===== src/common/nx4_pkg.sv =====
package nx4_pkg;

    ////////////////////////////////////////////////////////////
    // external memory bus
    ////////////////////////////////////////////////////////////

    // shared flash / sram data pins, byte wide
    localparam int data_w = 8;

    // byte address as issued by the command side
    localparam int cmd_addr_w = 16;

    // paged upper address bits, held in a register field
    localparam int upper_addr_w = 5;

    // physical address pins, flash needs all 21
    localparam int ext_addr_w = 21;

    ////////////////////////////////////////////////////////////
    // board status and clocking
    ////////////////////////////////////////////////////////////

    // cpld pins + ry/by + xerr + sda sense
    localparam int status_w = 12;

    // pins sensed on the driver-board cpld
    localparam int cpld_pins_w = 9;

    // free-running divider, taps feed pixel and grayscale clocks
    localparam int div_count_w = 8;

    // select field picks one divider bit
    localparam int div_sel_w = 3;

    // first rise of this bit ends the power-up hold (1 << 3 clocks)
    localparam int reset_hold_bit = 3;

    ////////////////////////////////////////////////////////////
    // memory cycle timing
    ////////////////////////////////////////////////////////////

    // flash access is stretched, sram completes in one clock
    localparam int flash_cycle_len = 7;
    localparam int sram_cycle_len = 1;

    // flash we_n is released once the countdown reaches this value
    localparam int flash_we_rise = 2;

    // countdown must hold the longest cycle
    localparam int cycle_cnt_w = $clog2(flash_cycle_len + 1);

    typedef logic [cycle_cnt_w-1:0] cycle_cnt_t;

    // device addressed by the current or last cycle
    typedef enum logic {
        mem_flash,
        mem_sram
    } mem_target_e;

endpackage


===== src/hdl/nx4_board_ctl.sv =====
`timescale 1ns/1ns

module nx4_board_ctl (
    input  logic                           clock,
    input  logic                           arst_n,

    // clock divider selects from the drive-control register
    input  logic [nx4_pkg::div_sel_w-1:0]   pclk_sel,
    input  logic [nx4_pkg::div_sel_w-1:0]   gclk_sel,

    // bit-banged i2c from the io-control register
    input  logic                           i2c_sda_ctl,
    input  logic                           i2c_scl_ctl,
    input  logic                           i2c_sda_in,

    // sensed board pins
    input  logic [nx4_pkg::cpld_pins_w-1:0] cpld_pins,
    input  logic                           flash_ry_by,
    input  logic                           led_xerr,

    output logic                           flash_reset_n,
    output logic                           pixel_clock,
    output logic                           grayscale_clock,
    output logic                           i2c_sda_low,
    output logic                           i2c_scl_low,
    output logic [nx4_pkg::status_w-1:0]    status
);

    // free-running divider count
    logic [nx4_pkg::div_count_w-1:0] div_count;

    ////////////////////////////////////////////////////////////
    // divider and power-up hold
    ////////////////////////////////////////////////////////////

    // counts from zero every clock, wraps freely
    always_ff @(posedge clock or negedge arst_n) begin
        if (!arst_n) begin
            div_count <= '0;
        end else begin
            div_count <= div_count + 1'b1;
        end
    end

    // flash stays in reset until the hold bit first goes high
    // once released it never goes low again short of arst_n
    always_ff @(posedge clock or negedge arst_n) begin
        if (!arst_n) begin
            flash_reset_n <= 1'b0;
        end else if (div_count[nx4_pkg::reset_hold_bit]) begin
            flash_reset_n <= 1'b1;
        end
    end

    ////////////////////////////////////////////////////////////
    // pixel and grayscale clock taps
    ////////////////////////////////////////////////////////////

    // bit n of the counter toggles every 2^n clocks
    // selects are live register fields, so the tap can move at run time
    always_ff @(posedge clock or negedge arst_n) begin
        if (!arst_n) begin
            pixel_clock     <= 1'b0;
            grayscale_clock <= 1'b0;
        end else begin
            pixel_clock     <= div_count[pclk_sel];
            grayscale_clock <= div_count[gclk_sel];
        end
    end

    ////////////////////////////////////////////////////////////
    // i2c open drain and status word
    ////////////////////////////////////////////////////////////

    // control bit set means release the line (pull-up wins)
    // control bit clear means pull the pin low
    assign i2c_sda_low = ~i2c_sda_ctl;
    assign i2c_scl_low = ~i2c_scl_ctl;

    // msb first: cpld pins, then ry/by, xerr, sda sense in bit 0
    assign status = {
        cpld_pins,
        flash_ry_by,
        led_xerr,
        i2c_sda_in
    };

endmodule


===== src/mem_bitbang/mem_cycle_sequencer.sv =====
`timescale 1ns/1ns

module mem_cycle_sequencer (
    input  logic                            clock,
    input  logic                            arst_n,

    // command-side strobes, one clock each
    input  logic                            flash_op_req,
    input  logic                            sram_op_req,
    input  logic                            mem_write,
    input  logic [nx4_pkg::cmd_addr_w-1:0]   cmd_addr,
    input  logic [nx4_pkg::upper_addr_w-1:0] upper_addr,
    input  logic [nx4_pkg::data_w-1:0]       wr_data,
    output logic [nx4_pkg::data_w-1:0]       rd_data,

    // shared flash / sram pins
    output logic [nx4_pkg::ext_addr_w-1:0]   ext_addr,
    output logic [nx4_pkg::data_w-1:0]       data_out,
    output logic                            data_oe,
    input  logic [nx4_pkg::data_w-1:0]       data_in,
    output logic                            mem_we_n,
    output logic                            flash_ce_n,
    output logic                            flash_oe_n,
    output logic                            sram_ce_n,
    output logic                            sram_oe_n,
    output logic                            sram_bhe_n,
    output logic                            sram_ble_n
);

    // device of the running cycle
    nx4_pkg::mem_target_e target;

    // clocks left in the cycle, zero when idle
    nx4_pkg::cycle_cnt_t  countdown;

    logic cycle_active;
    logic last_cycle;
    logic we_window;

    ////////////////////////////////////////////////////////////
    // cycle countdown
    ////////////////////////////////////////////////////////////

    // no arbitration here; a strobe mid-cycle simply restarts it
    // flash wins when both strobes land together
    always_ff @(posedge clock or negedge arst_n) begin
        if (!arst_n) begin
            target    <= nx4_pkg::mem_flash;
            countdown <= '0;
        end else if (flash_op_req) begin
            target    <= nx4_pkg::mem_flash;
            countdown <= nx4_pkg::cycle_cnt_t'(nx4_pkg::flash_cycle_len);
        end else if (sram_op_req) begin
            target    <= nx4_pkg::mem_sram;
            countdown <= nx4_pkg::cycle_cnt_t'(nx4_pkg::sram_cycle_len);
        end else if (cycle_active) begin
            countdown <= countdown - 1'b1;
        end
    end

    assign cycle_active = (countdown != '0);
    assign last_cycle   = (countdown == nx4_pkg::cycle_cnt_t'(1));

    ////////////////////////////////////////////////////////////
    // read capture
    ////////////////////////////////////////////////////////////

    // sample on the final active clock, valid once ce_n is back high
    always_ff @(posedge clock or negedge arst_n) begin
        if (!arst_n) begin
            rd_data <= '0;
        end else if (last_cycle && !mem_write) begin
            rd_data <= data_in;
        end
    end

    ////////////////////////////////////////////////////////////
    // strobes and enables
    ////////////////////////////////////////////////////////////

    // flash: we_n low for countdown 7..3, released at 2 for data hold
    // sram: we_n low for the whole single-clock window
    always_comb begin
        if (target == nx4_pkg::mem_flash) begin
            we_window = (countdown > nx4_pkg::cycle_cnt_t'(nx4_pkg::flash_we_rise));
        end else begin
            we_window = cycle_active;
        end
    end

    assign mem_we_n = ~(mem_write && we_window);

    // chip enable only for the selected device while counting
    assign flash_ce_n = ~(cycle_active && (target == nx4_pkg::mem_flash));
    assign sram_ce_n  = ~(cycle_active && (target == nx4_pkg::mem_sram));

    // output enables are levels, held even between cycles
    assign flash_oe_n = ~((target == nx4_pkg::mem_flash) && !mem_write);
    assign sram_oe_n  = ~((target == nx4_pkg::mem_sram) && !mem_write);

    // drive the data pins only during a write window
    assign data_oe  = cycle_active && mem_write;
    assign data_out = data_oe ? wr_data : '0;

    ////////////////////////////////////////////////////////////
    // address pins
    ////////////////////////////////////////////////////////////

    // both parts are 16 bit wide used in byte mode
    // flash takes the byte address as is, sram drops bit 0 and
    // picks the byte lane with bhe/ble instead
    always_comb begin
        if (target == nx4_pkg::mem_flash) begin
            ext_addr = {upper_addr, cmd_addr};
        end else begin
            ext_addr = {1'b0, upper_addr, cmd_addr[nx4_pkg::cmd_addr_w-1:1]};
        end
    end

    // odd byte on the high lane
    assign sram_bhe_n = ~cmd_addr[0];
    assign sram_ble_n = cmd_addr[0];

endmodule


===== src/hdl/nx4_top.sv =====
`timescale 1ns/1ns

module nx4_top (
    input  logic                            clock,
    input  logic                            arst_n,

    // board control fields and sensed pins
    input  logic [nx4_pkg::div_sel_w-1:0]    pclk_sel,
    input  logic [nx4_pkg::div_sel_w-1:0]    gclk_sel,
    input  logic                            i2c_sda_ctl,
    input  logic                            i2c_scl_ctl,
    input  logic                            i2c_sda_in,
    input  logic [nx4_pkg::cpld_pins_w-1:0]  cpld_pins,
    input  logic                            flash_ry_by,
    input  logic                            led_xerr,
    output logic                            flash_reset_n,
    output logic                            pixel_clock,
    output logic                            grayscale_clock,
    output logic                            i2c_sda_low,
    output logic                            i2c_scl_low,
    output logic [nx4_pkg::status_w-1:0]     status,

    // command side of the memory sequencer
    input  logic                            flash_op_req,
    input  logic                            sram_op_req,
    input  logic                            mem_write,
    input  logic [nx4_pkg::cmd_addr_w-1:0]   cmd_addr,
    input  logic [nx4_pkg::upper_addr_w-1:0] upper_addr,
    input  logic [nx4_pkg::data_w-1:0]       wr_data,
    output logic [nx4_pkg::data_w-1:0]       rd_data,

    // flash / sram pins, data bus split into in, out and enable
    output logic [nx4_pkg::ext_addr_w-1:0]   ext_addr,
    output logic [nx4_pkg::data_w-1:0]       data_out,
    output logic                            data_oe,
    input  logic [nx4_pkg::data_w-1:0]       data_in,
    output logic                            mem_we_n,
    output logic                            flash_ce_n,
    output logic                            flash_oe_n,
    output logic                            sram_ce_n,
    output logic                            sram_oe_n,
    output logic                            sram_bhe_n,
    output logic                            sram_ble_n
);

    ////////////////////////////////////////////////////////////
    // clocks, reset hold, i2c and status
    ////////////////////////////////////////////////////////////

    nx4_board_ctl u_board_ctl (
        .clock           (clock),
        .arst_n          (arst_n),
        .pclk_sel        (pclk_sel),
        .gclk_sel        (gclk_sel),
        .i2c_sda_ctl     (i2c_sda_ctl),
        .i2c_scl_ctl     (i2c_scl_ctl),
        .i2c_sda_in      (i2c_sda_in),
        .cpld_pins       (cpld_pins),
        .flash_ry_by     (flash_ry_by),
        .led_xerr        (led_xerr),
        .flash_reset_n   (flash_reset_n),
        .pixel_clock     (pixel_clock),
        .grayscale_clock (grayscale_clock),
        .i2c_sda_low     (i2c_sda_low),
        .i2c_scl_low     (i2c_scl_low),
        .status          (status)
    );

    ////////////////////////////////////////////////////////////
    // direct flash / sram access
    ////////////////////////////////////////////////////////////

    mem_cycle_sequencer u_mem_seq (
        .clock        (clock),
        .arst_n       (arst_n),
        .flash_op_req (flash_op_req),
        .sram_op_req  (sram_op_req),
        .mem_write    (mem_write),
        .cmd_addr     (cmd_addr),
        .upper_addr   (upper_addr),
        .wr_data      (wr_data),
        .rd_data      (rd_data),
        .ext_addr     (ext_addr),
        .data_out     (data_out),
        .data_oe      (data_oe),
        .data_in      (data_in),
        .mem_we_n     (mem_we_n),
        .flash_ce_n   (flash_ce_n),
        .flash_oe_n   (flash_oe_n),
        .sram_ce_n    (sram_ce_n),
        .sram_oe_n    (sram_oe_n),
        .sram_bhe_n   (sram_bhe_n),
        .sram_ble_n   (sram_ble_n)
    );

endmodule


===== config.mk =====
export PLATFORM = sky130hd
export DESIGN_NAME = nx4_top
export DESIGN_NICKNAME = d
export VERILOG_FILES = /design/src/common/nx4_pkg.sv /design/src/hdl/nx4_board_ctl.sv /design/src/mem_bitbang/mem_cycle_sequencer.sv /design/src/hdl/nx4_top.sv
export SDC_FILE = /design/constraint.sdc
export NUM_CORES = 1
export LEC_CHECK = 0
export ABC_AREA = 1
export BUFFER_PORTS_ARGS = -buffer_cell sky130_fd_sc_hd__buf_4
export CORE_ASPECT_RATIO = 0.9
export CORE_UTILIZATION = 44
export CTS_CLUSTER_SIZE = 14
export DETAILED_ROUTE_END_ITERATION = 10
export PLACE_DENSITY = 0.87
export SYNTH_ARGS = -nofsm -noshare
export SYNTH_HDL_FRONTEND = slang
export SYNTH_SLANG_ARGS = --single-unit

===== constraint.sdc =====
create_clock -name clock -period 2.35 [get_ports clock]
set_clock_uncertainty 0.1 [all_clocks]
set_input_delay 0.3525 -clock clock [delete_from_list [all_inputs] [get_ports clock]]
set_output_delay 0.3525 -clock clock [all_outputs]
set_load 0.005 [all_outputs]

# After elaboration in Yosys (flattened, before gate mapping)
# Index checks and enable logic that the tools add are counted.
[totals] wordCells=45 register_bits=23 input_bits=62
[classes] bitwise=9 mux=12 eq_ne=1 magnitude_cmp=3 n_addsub=2 reduce_logical=11
[op_table] op="$mux W21" count=1
[op_table] op="$mux W3" count=3
[op_table] op="$not A1 Y1" count=9
[op_table] op="$add A8 B1 Y8 const B" count=1
[op_table] op="$lt A3 B4 Y1 const B" count=2
[op_table] op="$mux W8" count=1
[op_table] op="$logic_and A1 B1 Y1" count=7
[op_table] op="$bmux W1 S3" count=2
[op_table] op="$reduce_bool A3 Y1" count=2
[op_table] op="$mux W1" count=5
[op_table] op="$eq A3 B1 Y1 const B" count=1
[op_table] op="$gt A3 B2 Y1 const B" count=1
[op_table] op="$sub A3 B1 Y3 const B" count=1
[op_table] op="$reduce_bool A2 Y1" count=1
[op_table] op="$logic_not A1 Y1" count=1

# Logic depth before layout (Yosys ltp)
[logic_depth] depth_word=4 depth_mapped=7 mapped_depth_nobuf=7

# By module
# Synthesis repeated with hierarchy kept, for this count alone.
[unflattened] hier_cells=258 hier_area_um2=1689.1
[by_module_without_submodules] module="mem_cycle_sequencer" instances=1 cells_per_inst=159 area_each_um2=974.7
[by_module_without_submodules] module="nx4_board_ctl" instances=1 cells_per_inst=99 area_each_um2=714.4

# Worst setup path before layout
# OpenSTA, ideal clock, no wires.
[synth_path] kind="reg-to-output" start="register u_mem_seq.countdown[0]" end="output port data_out[0] in the netlist's numbering" setup_slack_ns=0.946 arrival_time_ns=0.951 path_stages_with_launch=6 path_buffers=0 cell_sequence="dfrtp_1 inv_1 ha_1 nand2_4 nand2_2 nor2_1"
[synth_via] elab_chain_cells=3
[synth_rtl] item="start: declaration" line="mem_cycle_sequencer.sv:34" text="nx4_pkg::cycle_cnt_t countdown;"
[synth_rtl] item="start signal: assignment" line="mem_cycle_sequencer.sv:52" text="countdown <= nx4_pkg::cycle_cnt_t'(nx4_pkg::flash_cycle_len);"
[synth_rtl] item="start signal: assignment" line="mem_cycle_sequencer.sv:55" text="countdown <= nx4_pkg::cycle_cnt_t'(nx4_pkg::sram_cycle_len);"
[synth_rtl] item="start signal: assignment" line="mem_cycle_sequencer.sv:57" text="countdown <= countdown - 1'b1;"
[synth_rtl] item="$reduce_bool A3 Y1" line="mem_cycle_sequencer.sv:61" text="assign cycle_active = (countdown != '0);"
[synth_rtl] item="$logic_and A1 B1 Y1" line="mem_cycle_sequencer.sv:102" text="assign data_oe = cycle_active && mem_write;"
[synth_rtl] item="$mux W8" line="mem_cycle_sequencer.sv:103" text="assign data_out = data_oe ? wr_data : '0;"
[synth_rtl] item="end: declaration" line="nx4_top.sv:34" text="output logic [nx4_pkg::data_w-1:0] data_out,"
# Every way passes these cells.

# Worst setup path in the final report
[layout_path] start="register u_mem_seq.countdown[0]" end="output port data_out[5] in the netlist's numbering"
# Same word-level chain as after synthesis.

==> results.cfg <==
[yosys]
yosysTopAreaCell = dfrtp_1
synthFlopType = dfrtp_1
yosys.cell_types.count = 23
async_flop_share_pct = 100.0
avgSynthCellArea_sq_um = 6.686
synth_edf_count = 0
synth_nets = 317
synth.top_cells.by_area = dfrtp_1 34%, nand2_1 24%, inv_1 9.2%, buf_4 5.8%, o21ai_2 4.2%
ys_warn_count = 0
synth-seq-cells = 23
netlist_area_sq_um = 1672
yosysSeqAreaShare_pct = 34.43
synthCells = 250
synthDominantCellAreaShare_pct = 34.43

[cts]
clock-root-buffer = clkbuf_8
path_clk_slew_ns = 0.08
clock_sinks = 23
cts_tree = built
clkLatencyLatePin_ns = 0.27
clock_path_buffers = 2
cts_buffers = 3
cts-htree-levels = 1
post_cts_buffers = 0

[flow_run]
drv_cap = 0

[final_layout]
design_area_sq_um = 2395
final_cell_mix = 106 x nand2_1, 100 x buf_4, 41 x inv_1
drive_gt1_share_pct = 36.50
area_growth_pct = 43.26
layout_commonest_cell = nand2_1
layoutNonFillerInstCount = 381
nFillCells = 300
antennaDiodeCount = 0
fin_util_pct = 68.36
nNetsFinal = 405

[sta]
hold_viol = 0
fin_crit_ns = 1.898
finalSetupViolCount = 0
fin_tns_setup_ns = 0
rsz0062_at_grt = no
worst_slew_pin_slew_ns = 0.3354
max-slew-margin-rel_pct = 77.61
slew_violations = 0
fmax_mhz = 526.8
fin_crit_sh_pct = 80.78

[global_routing]
antenna_found_initial = 0
grt_busiest_layer = met2
grt_pass1_wl_um = 6285
grt_overflow = 0
gr-usage-met1_pct = 21.39
grtUsageMet3_pct = 6.015
grt_max_degree = 25
track_usage_pct = 20.48
use_met2_pct = 40.55
first_global_vias = 1510

[detailed_routing]
wl_per_cell_um = 11.25
via_per_inst = 4.580
via_count = 1745
drc_errors = 0
drtAntennaViolNets = 0
drt_wl_total_um = 4288
drt_iter0_markers = 38
firstDrtPassIters = 4

[worst_setup_path]
crit_type = reg2out
cp.required_ns = 1.90
start_kind = flip-flop
arrival_ns = 1.45
critical_path_peak_fanout = 9
cp-end-kind = output pin

[worst_hold_path]
worstHoldPathType = in2reg

[die]
rows = 20
start_util_pct = 47.71
dieArea_sq_um = 4050
io_pins = 124
coreArea_sq_um = 3503
die_w_um = 66.97
die_h_um = 60.48

[placed_design]
portBuffers = 99
hpwl_um = 3458
placedCellCount = 376
place.gp.congestion = 0.8971
place_area_sq_um = 2340

[outcome]
run_status = finished, final reports clean

[power_and_ir_drop]
p_leak_uw = 0.001472
p_per_area_nw_per_um2 = 465.4
ir_worst_vdd_mv = 0.4100
-- power breakdown --
group | internal [uW] | switching [uW] | total, uW
combinational | 225 | 170 | 395
sequential | 443 | 28.1 | 471
clock | 121 | 127 | 248
total | 789 | 325 | 1110
-- layer usage --
metal  wire length, um  share of wire (%)
met4                31               0.72
met1              1600                 37
met5                 0                  0
met2              2279                 53
met3               376                8.8
-- cells in the mapped netlist (3+ instances only) --
library cell and count:
inv_1 41, o21ai_2 8, ha_1 5, xor2_1 3
nand2_2 3, inv_2 4, buf_4 13, nand3_1 11
o21ai_0 4, nor2_1 15, buf_2 4, nand2_1 106
dfrtp_1 23
-- path summary, 6_finish.rpt --
check,from,end,slack (ns),cells past startpoint
worst max-delay path,u_mem_seq.countdown[0],data_out[5],0.45,6
worst min-delay path,flash_op_req,u_mem_seq.target,0.14,2
worst max register to register,u_mem_seq.countdown[1],u_mem_seq.rd_data[3],0.96,5
worst min register to register,u_mem_seq.rd_data[5],u_mem_seq.rd_data[5],0.39,2
max in group asynchronous,arst_n,u_mem_seq.target,1.50,2
min in group asynchronous,arst_n,u_board_ctl.div_count[0],0.41,2
-- critical path, stage by stage, from the launching register on --
cell and delay [ns]:
dfrtp_1 0.38, inv_1 0.09, ha_1 0.23, nand2_4 0.10, nand2_2 0.12, nor2_1 0.13
buf_4 0.12
-- layout make-up --
cell class	count	area, sq um	share of cell area, %
sequential	23	575.6	24.03
inverter	45	168.9	7.053
tap	44	55.05	2.299
timing repair buffer	101	760.7	31.77
clock buffer	4	45.04	1.881
multi-input combinational	164	789.5	32.97
-- state kept, by name, summed over array words and instances, names as in the netlist --
register                     cells
u_board_ctl.pixel_clock          1
u_mem_seq.target                 1
u_board_ctl.div_count            8
u_mem_seq.countdown              3
u_mem_seq.rd_data                8
u_board_ctl.flash_reset_n        1
u_board_ctl.grayscale_clock      1
-- logic make-up after synthesis --
logic type	Yosys count	synth area share (%)
XOR/XNOR	4	2.096
AO/OA/AOI/OAI	15	6.437
AND/OR/NAND/NOR	140	34.96
buffers and inverters	63	18.34
adder cells (fa/ha/maj)	5	3.743
flip-flops	23	34.43
-- through the flow --
| stage | power, uW | setup WS [ns] | hold WS (ns) |
|---|---|---|---|
| 2_1_floorplan | 655.2 | 0.9461 | -0.04309 |
| 3_3_place_gp | 867.8 | 0.8134 | 0.1611 |
| 3_5_place_dp | 877.0 | 0.7377 | 0.1638 |
| 4_1_cts | 1126 | 0.4405 | 0.1386 |
| 5_1_grt | 1184 | 0.3134 | 0.1354 |
| 6_report | 1115 | 0.4516 | 0.1432 |
-- what timing repair did --
| item | 4_1_cts | 5_1_grt |
|---|---|---|
| setup endpoints to repair | 0 | 0 |
| gates resized for setup | 0 | 0 |
| hold buffers | 1 | 0 |
| endpoints found under the hold margin | 23 | 0 |
(Power assumes the default switching activity.)
